--- src/rtl/imem_pkg.sv ---
// Instruction memory definitions
package imem_pkg;

    localparam int adr_w     = 12;          // Byte address bits, 4 KiB
    localparam int wrd_adr_w = adr_w - 2;   // Word address bits
    localparam int dat_w     = 32;          // Instruction word
    localparam int rom_wrds  = 1024;        // ROM depth in words
    localparam int rom_lat   = 2;           // ROM read latency

    // Register map
    typedef enum logic [1:0]
    {
        reg_ctrl   = 2'd0,                  // Bit 0 run pulse
        reg_start  = 2'd1,                  // Fetch start byte address
        reg_len    = 2'd2,                  // Fetch length in words
        reg_status = 2'd3                   // Busy, done and counts
    } reg_t;

    // Loader FSM
    typedef enum logic
    {
        ldr_idle = 1'b0,                    // Waiting for start word
        ldr_load = 1'b1                     // Word stream active
    } ldr_state_t;

    // Fetch FSM
    typedef enum logic [1:0]
    {
        fetch_idle  = 2'd0,                 // Waiting for run
        fetch_run   = 2'd1,                 // Issuing reads
        fetch_drain = 2'd2                  // Emptying queue
    } fetch_state_t;

endpackage

--- src/rtl/rom_loader.sv ---
// ROM loader
module rom_loader
(
    input  logic                             CLK_IN,        // Clock
    input  logic                             RST_IN,        // Reset
    input  logic                             load_start,    // First word marker
    input  logic [imem_pkg::dat_w-1:0]       load_data,     // Load word
    input  logic                             load_valid,    // Load word valid
    input  logic                             fetch_busy,    // Fetch unit active
    output logic                             load_ready,    // Load word accepted
    output logic                             init_wr,       // ROM write strobe
    output logic [imem_pkg::wrd_adr_w-1:0]   init_adr,      // ROM word address
    output logic [imem_pkg::dat_w-1:0]       init_dat,      // ROM write data
    output logic                             loader_busy,   // Load in progress
    output logic [imem_pkg::wrd_adr_w:0]     loaded_count   // Words since start
);

    imem_pkg::ldr_state_t           state;      // Loader FSM
    logic                           rdy_en;     // High once out of reset
    logic                           accept;     // Handshake this cycle
    logic [imem_pkg::wrd_adr_w-1:0] ptr;        // Write pointer
    logic [imem_pkg::wrd_adr_w-1:0] wr_adr;     // Address for this word

    assign load_ready  = rdy_en & ~fetch_busy;               // No writes during fetch
    assign accept      = load_valid & load_ready;
    assign wr_adr      = load_start ? '0 : ptr;              // Start restarts at zero
    assign loader_busy = (state == imem_pkg::ldr_load) | init_wr;  // Covers last write

    // Control and counters
    always_ff @(posedge CLK_IN or posedge RST_IN)
    begin
        if (RST_IN)
        begin
            state        <= imem_pkg::ldr_idle;
            rdy_en       <= 1'b0;
            init_wr      <= 1'b0;
            ptr          <= '0;
            loaded_count <= '0;
        end
        else
        begin
            rdy_en  <= 1'b1;
            init_wr <= accept;                               // Write on next edge
            case (state)
                imem_pkg::ldr_idle :
                    if (accept && load_start)
                        state <= imem_pkg::ldr_load;
                default :
                    if (!load_valid)
                        state <= imem_pkg::ldr_idle;         // Stream gap ends load
            endcase
            if (accept)
            begin
                ptr          <= wr_adr + 1'b1;
                loaded_count <= (load_start ? '0 : loaded_count) + 1'b1;
            end
        end
    end

    // Write payload
    always_ff @(posedge CLK_IN)
    begin
        if (accept)
        begin
            init_adr <= wr_adr;
            init_dat <= load_data;
        end
    end

    a_no_wrap : assert property (@(posedge CLK_IN) disable iff (RST_IN)
        accept && !load_start |-> loaded_count < imem_pkg::rom_wrds)
        else $error("Load overruns ROM size");

endmodule

--- config.mk ---
export PLATFORM = sky130hd
export DESIGN_NAME = rom_loader
export DESIGN_NICKNAME = d
export VERILOG_FILES = /design/src/rtl/imem_pkg.sv /design/src/rtl/rom_loader.sv
export SDC_FILE = /design/constraint.sdc
export NUM_CORES = 1
export LEC_CHECK = 0
export ABC_AREA = 1
export BUFFER_PORTS_ARGS = -buffer_cell sky130_fd_sc_hd__buf_2
export CORE_MARGIN = 1.5
export CORE_UTILIZATION = 45
export DETAILED_ROUTE_END_ITERATION = 10
export PLACE_DENSITY = 0.76
export SLEW_MARGIN = 20
export SYNTH_ARGS = -nofsm -noshare
export SYNTH_HDL_FRONTEND = slang
export SYNTH_SLANG_ARGS = --single-unit
export TNS_END_PERCENT = 100
--- constraint.sdc ---
create_clock -name CLK_IN -period 1.6 [get_ports CLK_IN]
set_clock_uncertainty 0.2 [all_clocks]
set_input_delay 0 -clock CLK_IN [delete_from_list [all_inputs] [get_ports CLK_IN]]
set_output_delay 0 -clock CLK_IN [all_outputs]
set_load 0.02 [all_outputs]
### After elaboration in Yosys (flattened, before gate mapping)

Index checks and enable logic that the tools add are counted.
Widths: inputs -> output; s select.

| word-level totals | value |
|---|---|
| logic and storage cells | 19 |
| output and inout bits | 56 |
| register bits after elaboration | 66 |

| cells by class | value |
|---|---|
| add/sub/neg operators | 2 |
| bitwise gates (word level) | 4 |
| reductions and logical operators | 1 |
| multiplexer cells | 5 |

Operators with widths:

| kind | count |
|---|---|
| $add 11x1->11 const B | 1 |
| $mux 11 | 1 |
| $add 10x1->10 const B | 1 |
| $mux 10 | 1 |
| $mux 1 | 3 |
| $and 1x1->1 | 2 |
| $logic_and 1x1->1 | 1 |
| $not 1->1 | 1 |
| $or 1x1->1 | 1 |

### Depth between registers and ports, before layout

Gate-level depths: netlist of the first run.

| logic depth | value |
|---|---|
| word-level depth | 6 |
| mapped depth | 11 |

### Worst setup path after synthesis of the first run

OpenSTA, ideal clock, no wires.

| timing path | value |
|---|---|
| path type | register to register |
| from | register loaded_count[1] in the netlist's numbering |
| to | register loaded_count[8] in the netlist's numbering |
| library setup time | 0.113 ns |
| setup slack | -0.164 ns |
| period minus slack after synthesis | 1.764 ns |
| arrival time | 1.451 ns |
| path buffers | 0 |
| cell stages (with the launch flop) | 11 |
| data required time | 1.287 ns |
| cells stage by stage | dfrtp_1 inv_1 nor2_8 ha_1 nand2_1 nor2_1 nand2_4 nor2_8 nand4_1 nand2_1 inv_1 |

| between the ends | value |
|---|---|
| word-level cells in the longest chain between the ends | 2 |

Ends and longest elaborated chain:

| element | line | source |
|---|---|---|
| start, declared | rom_loader.sv:15 | `output logic [imem_pkg::wrd_adr_w:0] loaded_count` |
| start signal, assigned | rom_loader.sv:55 | `loaded_count <= (load_start ? '0 : loaded_count) + 1'b1;` |
| $mux 11 | rom_loader.sv:55 |  |
| $add 11x1->11 | rom_loader.sv:55 |  |

No other way between the ends.
A chain may end at the register's enable or synchronous reset.

### Worst setup path in the final report of the first run

| timing path | value |
|---|---|
| from | register ptr[1] in the netlist's numbering |
| to | register ptr[8] in the netlist's numbering |

| between the ends | value |
|---|---|
| word-level cells in the longest chain between the ends | 2 |

Ends and longest elaborated chain:

| element | line | source |
|---|---|---|
| start, declared | rom_loader.sv:21 | `logic [imem_pkg::wrd_adr_w-1:0] ptr;` |
| start signal, assigned | rom_loader.sv:54 | `ptr <= wr_adr + 1'b1;` |
| $mux 10 | rom_loader.sv:26 | `assign wr_adr = load_start ? '0 : ptr;` |
| net wr_adr (one bit) | rom_loader.sv:22 | `logic [imem_pkg::wrd_adr_w-1:0] wr_adr;` |
| $add 10x1->10 | rom_loader.sv:54 |  |

The timed path passes the listed nets, and every way through them passes these cells.

==> reports/metrics.cfg, run 1 <==
[status]
status = completed

[worst_setup_path]
arrival_ps = 1620
path_class = reg -> reg
crit_chain = inv_2, nor2_4, ha_4, nand2_4, nor2_4, nand2_4, nor2_4, nand3b_1, nand2_1, inv_1
end_kind = flop
cp.buffers_inverters = 2
crit_family = simple AND/OR/NAND/NOR gates
timing.rr.end = ptr[8]
crit_required_ps = 1630
crit_path_frequent_cell = nor2_4
reg2reg_from = ptr[1]
reg2reg_slack_ps = 10
crit_fanout = 3
crit_slowest_cell = dfrtp_1
startpoint_type = flop
worstRegToRegCells = 10
critPathMaxStageDelay_ps = 380

[sta]
slew_violations = 0
finalCriticalPeriod_ps = 1590
setup_viol = 0
hold_viol = 0
max_freq_mhz = 630
whs_ps = 49.3
rsz0062_at_grt = true
fin_crit_sh = 0.992

[global_route]
grt_pass1_wl_mm = 9.72
gr-total-overflow = 0
grt_pass1_vias = 2091
grt_util_all_layers = 0.205
grt_max_degree = 25
antenna_found_initial = 0

[die]
fp.dieW_um = 81.2
fp.dieH_um = 81.2
core_sq_um = 5920
rows = 28
die_area_sq_um = 6600
initial_utilization = 0.465
ios = 93

[synth]
yosys.area_share.adder = 0.00909
synth_top_family_by_area = simple AND/OR/NAND/NOR gates
synth_mux_area_frac = 0
synth_cell_types = 27
yosys.area.top_type = edfxtp_1
synth_top_area_frac = 0.458
synth_compound_area_frac = 0.0164
synthTopCellsByArea = edfxtp_1 (46%), dfrtp_1 (22%), nand2_1 (8.0%)
synth_nets = 275
synthSimpleGateAreaFrac = 0.210
syn_inst = 236
ys_seq_elements = 66
synthesis.area_sq_um = 2750
avgSynthCellArea_sq_um = 11.7
ys_warn_count = 0
synthXorXnorAreaFrac = 0.0191
seq_area_frac_synth = 0.676

[final_layout]
area_delta_synth_final_pct = 48.0
fillCellCount = 392
drive_gt1_frac = 0.392
finish.net_count = 422
fin_area_sq_um = 4070
antenna_cells = 0

[routing]
drt-initial-drc-count = 66
wl_per_cell_um = 13.4
wl_mm = 6.23
vias_per_cell = 4.64
antenna_left = 0
dr.pass1.iters = 4
drc = 0
vias = 2150

[pwr]
p_leak_uw = 0.00201
power_uw = 4070
ir_drop_v = 0.000566
powerDensity_nw_per_um2 = 998

[placed_design]
place_congestion = 0.802
portBuffers = 92
hpwl_mm = 4.03
post_dp_cell_area_sq_um = 3390

[run]
maxCapViolCount = 0

[clock_network]
clk_path_buf_depth = 2
root_buffer = clkbuf_8
clkSlewWorstSetupHoldPaths_ps = 80
cts_made_buffers = 9
insertion_delay_ps = 330
htree_levels = 3
clock_sink_count = 66
cts_tree = yes

[min_path]
min_path_type = in -> async

area by class of cell:
type	count	area, sq um	share of cell area
inverters	40	164	0.0402
well taps	75	93.8	0.0230
repair buffers	139	933	0.229
flip-flops and latches	66	1860	0.458
clock buffers	10	128	0.0313
multi-input cells	127	776	0.190
clock inverters	6	114	0.0280
timing repair:
| action | CTS | global route |
|---|---|---|
| endpoints found under the setup margin | 3 | 6 |
| hold buffers | 38 | 0 |
| resized for setup | 4 | 12 |
| pin swaps | 2 | 9 |
| buffers inserted | 0 | 1 |
| hold endpoints to repair | 75 | 0 |
cell usage in the layout (no fill, tap or decap):
cell	n
nand4_1	10
nor2_4	9
dfrtp_1	22
dfrtp_2	2
nand3_1	2
nand2_1	57
ha_4	2
buf_12	2
nor2_2	2
dlygate4sd3_1	38
clkinv_2	1
clkinvlp_4	2
nand3_2	1
clkbuf_8	9
edfxtp_1	42
xnor2_1	3
conb_1	1
bufinv_16	3
clkbuf_1	1
o21ai_0	3
nand3_4	1
buf_2	92
buf_4	7
nor2_1	14
xor2_1	3
clkinv_8	1
nand2_4	4
o21ai_1	2
inv_2	5
a21oi_1	4
inv_6	1
nand3b_1	1
nor2_8	3
nand2_2	4
inv_1	33
or2_2	1
layer usage:
layer,vias to the layer above,share of wire,routed length (um),GRT usage
met1,986,0.41,2540,0.232
met2,97,0.48,3010,0.345
met4,0,0.026,160,0.119
met3,17,0.084,520,0.0562
li1,1050,-,-,-
met5,-,0,0,0
cells in the mapped netlist, drive strengths merged:
cell,instances
xnor2,3
nand3b,1
or2,1
a21oi,4
xor2,3
conb,1
nand3,4
dfrtp,24
clkinv,2
buf,3
nand4,10
nor2,28
edfxtp,42
nand2,65
o21ai,5
ha,2
inv,38
tightest hold or removal path, stage by stage:
cell and delay [ps]:
dlygate4sd3_1 530, buf_2 120, inv_1 40, buf_4 300
power breakdown:
part	switching (uW)	internal [uW]
combinational	249	212
sequential	35.0	1890
clock	642	1040
total	926	3140
registers in the layout (all words and copies together), names as in the netlist:
register and cells:
init_adr 10, init_dat 32, init_wr 1, loaded_count 11, ptr 10, rdy_en 1
state 1
through the flow:
| stage | cells | TNS (ps) | util | setup WS, ps |
|---|---|---|---|---|
| 2_1_floorplan | 236 | -26.7 | - | -15.7 |
| 3_3_place_gp | 408 | 0 | 0.572 | 30.7 |
| 3_5_place_dp | 408 | -51.2 | 0.572 | -47.9 |
| 4_1_cts | 462 | 0 | 0.680 | 18.2 |
| 5_1_grt | 463 | -168 | 0.688 | -61.0 |
| 6_report | 463 | 0 | 0.688 | 12.8 |
cells by family (layout without fill, tap and decap cells):
| logic type | after synthesis | count (layout) |
|---|---|---|
| xor+xnor | 6 | 6 |
| other cells | 1 | 1 |
| flops | 66 | 66 |
| simple gates | 109 | 109 |
| compound gates | 9 | 9 |
| buf+inv | 43 | 195 |
| fa+ha+maj | 2 | 2 |
how the worst max path moves through the flow:
stage                               start              end  slack (ps)  depth (start not counted)
after global routing               ptr[1]           ptr[8]         -60                         10
after global placement             ptr[0]           ptr[8]          30                         10
after CTS                          ptr[1]           ptr[8]          20                         10
after floorplan           loaded_count[0]  loaded_count[8]         -20                         10
final                              ptr[1]           ptr[8]          10                         10
after detailed placement           ptr[0]           ptr[8]         -50                         10
Note: power is estimated with default switching activity, not from simulation.
==> inputs of run 2 (changes only) <==
- ABC_AREA: 1 -> not set
- CORE_UTILIZATION: 45 -> 44
- PLACE_DENSITY: 0.76 -> 0.75
==> reports/metrics.cfg, run 2 <==
[final_layout]
layout_common_cells = buf_2 (92), edfxtp_1 (42), dlygate4sd3_1 (38), dfrtp_1 (22), buf_4 (22)  ; was buf_2 (92), nand2_1 (57), edfxtp_1 (42), dlygate4sd3_1 (38), inv_1 (33)
fin_util = 0.714  ; was 0.688
reg.largest.list = init_dat x32, loaded_count x11  ; unchanged
fin_area_sq_um = 3980  ; was 4070 sq um
final_cells = 422  ; was 463
final_common_cell = buf_2  ; unchanged
top_register = init_dat  ; unchanged
largest_register_ff_count = 32  ; unchanged
area_delta_synth_final_pct = 55.1  ; was 48.0%
antenna_cells = 0  ; unchanged
finish.net_count = 384  ; was 422
drive_gt1_frac = 0.426  ; was 0.392

[pwr]
powerDensity_nw_per_um2 = 950  ; was 998 nW/um^2
p_leak_uw = 0.00175  ; was 0.00201 uW
seqPwrFrac = 0.512  ; was 0.473
internal-power_uw = 2870  ; was 3140 uW
clkPwrFrac = 0.352  ; was 0.414
ir_drop_v = 0.000524  ; was 0.000566 V
power.net_switching_uw = 910  ; was 926 uW
power_uw = 3780  ; was 4070 uW
p_sw_frac = 0.241  ; was 0.228
p_comb_frac = 0.136  ; was 0.113

[global_route]
antenna_found_initial = 0  ; unchanged
grt_max_degree = 20  ; was 25
grt_pass1_vias = 1932  ; was 2,091
gr-total-overflow = 0  ; unchanged
grt_util_all_layers = 0.200  ; was 0.205
grt_pass1_wl_mm = 9.30  ; was 9.72 mm

[min_path]
min_path_type = in -> async  ; unchanged

[synth]
synthTopCellsByArea = edfxtp_1 (49%), dfrtp_1 (23%), o21ai_0 (3.9%)  ; was edfxtp_1 (46%), dfrtp_1 (22%), nand2_1 (8.0%)
synth_top_area_frac = 0.492  ; was 0.458
ys_seq_elements = 66  ; unchanged
syn_inst = 185  ; was 236
synth_cell_types = 33  ; was 27
avgSynthCellArea_sq_um = 13.9  ; was 11.7 sq um
synth_ff_type = edfxtp_1  ; unchanged
ys_async_sr_fraction = 0.364  ; unchanged
yosys.cell_count.top_type = edfxtp_1  ; was nand2_1
synth_edf_count = 42  ; unchanged
yosys.area.top_type = edfxtp_1  ; unchanged
synthesis.area_sq_um = 2560  ; was 2750 sq um
synth_nets = 224  ; was 275
seq_area_frac_synth = 0.726  ; was 0.676
ys_warn_count = 0  ; unchanged
synth_top_cells_by_count = edfxtp_1 (42), dfrtp_1 (24), nand2_1 (22)  ; was nand2_1 (59), edfxtp_1 (42), inv_1 (36)

[routing]
dr.pass1.iters = 4  ; unchanged
wl_mm = 6.08  ; was 6.23 mm
antenna_left = 0  ; unchanged
drt-initial-drc-count = 94  ; was 66
vias = 2051  ; was 2,150
wl_per_cell_um = 14.4  ; was 13.4 um
drc = 0  ; unchanged
vias_per_cell = 4.86  ; was 4.64

[run]
maxCapViolCount = 0  ; unchanged

[placed_design]
placed_cells = 361  ; was 408
portBuffers = 92  ; unchanged
hpwl_mm = 3.64  ; was 4.03 mm
post_dp_cell_area_sq_um = 3310  ; was 3390 sq um
place_congestion = 0.780  ; was 0.802

[worst_setup_path]
critPathCapture = loaded_count[10]  ; was ptr[8]
startpoint_type = flop  ; unchanged
path_class = reg -> reg  ; unchanged
reg2reg_slack_ps = 20  ; was 10 ps
worstRegToRegCells = 6  ; was 10
arrival_ps = 1600  ; was 1620 ps
end_kind = flop  ; unchanged
crit_fanout = 5  ; was 3
timing.rr.end = loaded_count[10]  ; was ptr[8]
crit_required_ps = 1620  ; was 1630 ps
reg2reg_from = loaded_count[0]  ; was ptr[1]
startpoint = loaded_count[0]  ; was ptr[1]

[die]
ios = 93  ; unchanged
initial_utilization = 0.460  ; was 0.465
fp.dieW_um = 79.4  ; was 81.2 um
core_sq_um = 5570  ; was 5920 sq um
die_area_sq_um = 6300  ; was 6600 sq um
rows = 27  ; was 28
fp.dieH_um = 79.4  ; was 81.2 um

[sta]
hold_viol = 3  ; was 0
setup_viol = 0  ; unchanged
whs_ps = -2.15  ; was 49.3 ps
slew_violations = 0  ; unchanged
max_freq_mhz = 632  ; was 630 MHz
finalCriticalPeriod_ps = 1580  ; was 1590 ps
setup-tns-final_ps = 0  ; unchanged
fin_crit_sh = 0.989  ; was 0.992
rsz0062_at_grt = true  ; unchanged

[clock_network]
clk_path_buf_depth = 2  ; unchanged
insertion_delay_ps = 330  ; about the same
root_buffer = clkbuf_8  ; unchanged
clock_sink_count = 66  ; unchanged
cts_tree = yes  ; unchanged
htree_levels = 3  ; unchanged
clkSlewWorstSetupHoldPaths_ps = 70  ; was 80 ps
cts_made_buffers = 9  ; unchanged

[status]
violations = hold timing
status = complete, but fails checks  ; was completed

[run 2: cell types whose count changed in the layout (fill, tap and decap cells not counted), sizes merged, moves of 3 or more]
cell	delta
nand4	-7
o21ai	+15
nor2b	+15
xnor2	-3
a31oi	+4
and4	+4
nand2	-43
xor2	-3
o31ai	+7
buf	+16
nor2	-26
nor3	+3
inv	-38
[run 2: how the worst min path moves through the flow]
stage | start | to | cells past startpoint
after floorplan | RST_IN | init_wr | 1
after global placement | RST_IN | init_wr | 2
after detailed placement | RST_IN | init_wr | 2
after CTS | RST_IN | loaded_count[9] | 3
after global routing | load_start | loaded_count[7] | 4
final | RST_IN | loaded_count[9] | 3
[run 2: logic make-up after synthesis]
logic type                 Yosys count  share of synthesized area
and+or+nand+nor                     63                      0.138
DFF                                 66                      0.726
other                                1                    0.00146
adders and majority gates            2                    0.00975
buffers and inverters                9                     0.0171
AOI/OAI and AO/OA                   42                      0.100
muxes                                2                    0.00781
[run 2: area by class of cell]
| type | count | area (sq um) |
|---|---|---|
| timing repair buffer | 156 | 1100 |
| tap | 72 | 90.1 |
| clock inverter | 7 | 70.1 |
| clock buffer | 9 | 124 |
| multi-input combinational | 110 | 719 |
| sequential | 66 | 1860 |
| inverter | 2 | 11.3 |
| fill | 378 | 1600 |
[run 2: metrics by stage]
stage                     hold slack [ps]  setup WS [ps]
final                               -2.15           17.9
after detailed placement             -189          -10.7
after CTS                            1.30           8.21
after global routing                 28.9          -63.6
after global placement               -185           30.5
after floorplan                      -186           -412
[run 2: worst max-delay path, stage by stage (launching register included)]
cell     delay [ps]
dfrtp_2         360
nor2b_4         160
ha_4            140
and4_4          260
a31oi_1          90
o21ai_1         170
o31ai_1          90
[run 2: layer usage]
metal	GRT usage	up-vias	share of wire
li1	-	1015	-
met1	0.246	939	0.44
met2	0.341	85	0.49
met3	0.0402	12	0.061
met4	0.0842	0	0.014
met5	0	-	0
[run 2: power groups by stage]
stage	Sequential, uW	Combinational [uW]	Clock [uW]
after floorplan	2050	135	0
after global placement	1970	409	0
after detailed placement	1970	420	0
after CTS	1930	503	1360
after global routing	1950	559	1440
final	1940	514	1330
[run 2: what timing repair did]
item / 4_1_cts / 5_1_grt
pin swaps: 0 / 3
hold endpoints to repair: 66 / 0
resized for setup: 3 / 6
endpoints found under the setup margin: 3 / 8
hold buffers: 38 / 0
buffers inserted: 0 / 6
cloned: 1 / 0
==> inputs of run 3 (changes only) <==
- PLACE_DENSITY: 0.75 -> 0.86
==> reports/metrics.cfg, run 3 (same netlist as run 2, synthesis figures left out) <==
[status]
status = completed  ; was complete, but fails checks

[sta]
max_freq_mhz = 627  ; was 632 MHz
finalCriticalPeriod_ps = 1600  ; was 1580 ps
slew_violations = 0  ; unchanged
hold_viol = 0  ; was 3
setup_viol = 0  ; unchanged
whs_ps = 27.1  ; was -2.15 ps
layout_setup_ws_ps = 4.70  ; was 17.9 ps
fin_crit_sh = 0.997  ; was 0.989
rsz0062_at_grt = true  ; unchanged

[worst_setup_path]
crit_slowest_cell = dfrtp_2  ; unchanged
arrival_ps = 1610  ; was 1600 ps
crit_chain = nor2b_4, ha_4, and4_4, a41oi_2, o21ai_1, o31ai_1  ; was nor2b_4, ha_4, and4_4, a31oi_1, o21ai_1, o31ai_1
startpoint_type = flop  ; unchanged
path_class = reg -> reg  ; unchanged
timing.rr.end = loaded_count[8]  ; was loaded_count[10]
worstRegToRegCells = 6  ; unchanged
crit_fanout = 5  ; unchanged
reg2reg_from = loaded_count[0]  ; unchanged
reg2reg_slack_ps = 5  ; was 20 ps
crit_required_ps = 1620  ; about the same
end_kind = flop  ; unchanged
critPathMaxStageDelay_ps = 360  ; about the same

[global_route]
antenna_found_initial = 0  ; unchanged
grt_util_all_layers = 0.199  ; was 0.200
grt_pass1_wl_mm = 9.31  ; was 9.30 mm
grt_max_degree = 28  ; was 20
grt_pass1_vias = 1976  ; was 1,932
gr-total-overflow = 0  ; unchanged

[clock_network]
clkSlewWorstSetupHoldPaths_ps = 70  ; about the same
cts_made_buffers = 9  ; unchanged
clock_sink_count = 66  ; unchanged
clk_path_buf_depth = 2  ; unchanged
insertion_delay_ps = 330  ; about the same
root_buffer = clkbuf_8  ; unchanged
cts_tree = yes  ; unchanged
htree_levels = 3  ; unchanged

[final_layout]
fillCellCount = 378  ; unchanged
final_cells = 412  ; was 422
area_delta_synth_final_pct = 50.9  ; was 55.1%
antenna_cells = 0  ; unchanged
final_common_cell = buf_2  ; unchanged
layout_common_cells = buf_2 (92), edfxtp_1 (42), dlygate4sd3_1 (37), dfrtp_1 (22), nand2_1 (21)  ; was buf_2 (92), edfxtp_1 (42), dlygate4sd3_1 (38), dfrtp_1 (22), buf_4 (22)
fin_util = 0.694  ; was 0.714
drive_gt1_frac = 0.412  ; was 0.426
top_register = init_dat  ; unchanged
fin_area_sq_um = 3870  ; was 3980 sq um
finish.net_count = 374  ; was 384
reg.largest.list = init_dat x32, loaded_count x11  ; unchanged
largest_register_ff_count = 32  ; unchanged

[min_path]
holdPathStages = 3
min_path_type = in -> reg  ; was in -> async
holdCritStartpoint = load_start
holdPathEnd = loaded_count[2]

[routing]
dr.pass1.iters = 4  ; unchanged
antenna_left = 0  ; unchanged
drc = 0  ; unchanged
vias_per_cell = 5.09  ; was 4.86
vias = 2098  ; was 2,051
wl_per_cell_um = 14.7  ; was 14.4 um
drt-initial-drc-count = 156  ; was 94
wl_mm = 6.05  ; was 6.08 mm

[die]
initial_utilization = 0.460  ; unchanged
ios = 93  ; unchanged
core_sq_um = 5570  ; unchanged
fp.dieH_um = 79.4  ; unchanged
die_area_sq_um = 6300  ; unchanged
fp.dieW_um = 79.4  ; unchanged
rows = 27  ; unchanged

[placed_design]
place_congestion = 0.868  ; was 0.780
portBuffers = 92  ; unchanged
hpwl_mm = 3.84  ; was 3.64 mm
placed_cells = 359  ; was 361
pre_cts_ws_ps = -49.2  ; was -10.7 ps
post_dp_cell_area_sq_um = 3290  ; was 3310 sq um

[pwr]
power.net_switching_uw = 902  ; was 910 uW
internal-power_uw = 2860  ; was 2870 uW
p_sw_frac = 0.240  ; was 0.241
powerDensity_nw_per_um2 = 972  ; was 950 nW/um^2
ir_drop_v = 0.000673  ; was 0.000524 V
p_comb_frac = 0.133  ; was 0.136
p_leak_uw = 0.00169  ; was 0.00175 uW
clkPwrFrac = 0.352  ; about the same
seqPwrFrac = 0.515  ; was 0.512

[run]
maxCapViolCount = 0  ; unchanged

## run 3: cell types whose count changed in the layout (fill, tap and decap cells not counted), sizes merged
cell | previous run | this run
buf | 117 | 109
clkinvlp | 4 | 3
clkinv | 3 | 2
bufbuf | 1 | 0
dlygate4sd3 | 38 | 37
clkbuf | 9 | 11
## run 3: cell type report
class                   count  area [sq um]  area share
repair buffers            146           996       0.257
multi-input cells         110           722       0.187
well taps                  72          90.1      0.0233
clock buffers              11           131      0.0339
inverters                   2          11.3     0.00291
clock inverters             5          55.1      0.0142
flip-flops and latches     66          1860       0.482
## run 3: worst max path at each step
stage                          from         endpoint  slack, ps  depth (start not counted)
floorplan                    rdy_en           ptr[7]       -410                          5
global placement    loaded_count[0]  loaded_count[8]         40                          6
detailed placement           ptr[0]           ptr[6]        -50                          6
CTS                          ptr[0]           ptr[6]         20                          6
finish              loaded_count[0]  loaded_count[8]          5                          6
global route        loaded_count[0]  loaded_count[8]        -80                          6
## run 3: per-layer routing
metal | routed length (um) | track usage | vias to the layer above | share of wire
li1 | - | - | 994 | -
met1 | 2490 | 0.249 | 1010 | 0.41
met2 | 2980 | 0.326 | 87 | 0.49
met3 | 529 | 0.0655 | 7 | 0.087
met4 | 47 | 0.0667 | 0 | 0.0078
met5 | 0 | 0 | - | 0
## run 3: metrics by stage
step | TNS [ps] | power (uW)
global route | -209 | 3920
global placement | 0 | 2370
detailed placement | -79.3 | 2390
floorplan | -9240 | 2180
CTS | 0 | 3780
finish | 0 | 3760
## run 3: repair_timing
action | in CTS | in global routing
pin swaps | 0 | 1
setup buffers | 0 | 0
gates resized for setup | 4 | 5
hold endpoints to repair | 59 | 0
setup endpoints to repair | 3 | 6
hold buffers | 37 | 0
## run 3: worst max-delay path, delay by kind of cell (launching register included)
kind                     cells  cell delay, ps
AND/OR/NAND/NOR              2             430
flip-flops                   1             360
adder cells (fa/ha/maj)      1             130
AO/OA/AOI/OAI                3             370
## run 3: power by group through the flow
stage	Combinational [uW]	Clock, uW	Sequential [uW]
finish	501	1320	1940
global route	543	1430	1950
CTS	497	1350	1940
detailed placement	420	0	1970
global placement	401	0	1970
floorplan	135	0	2050
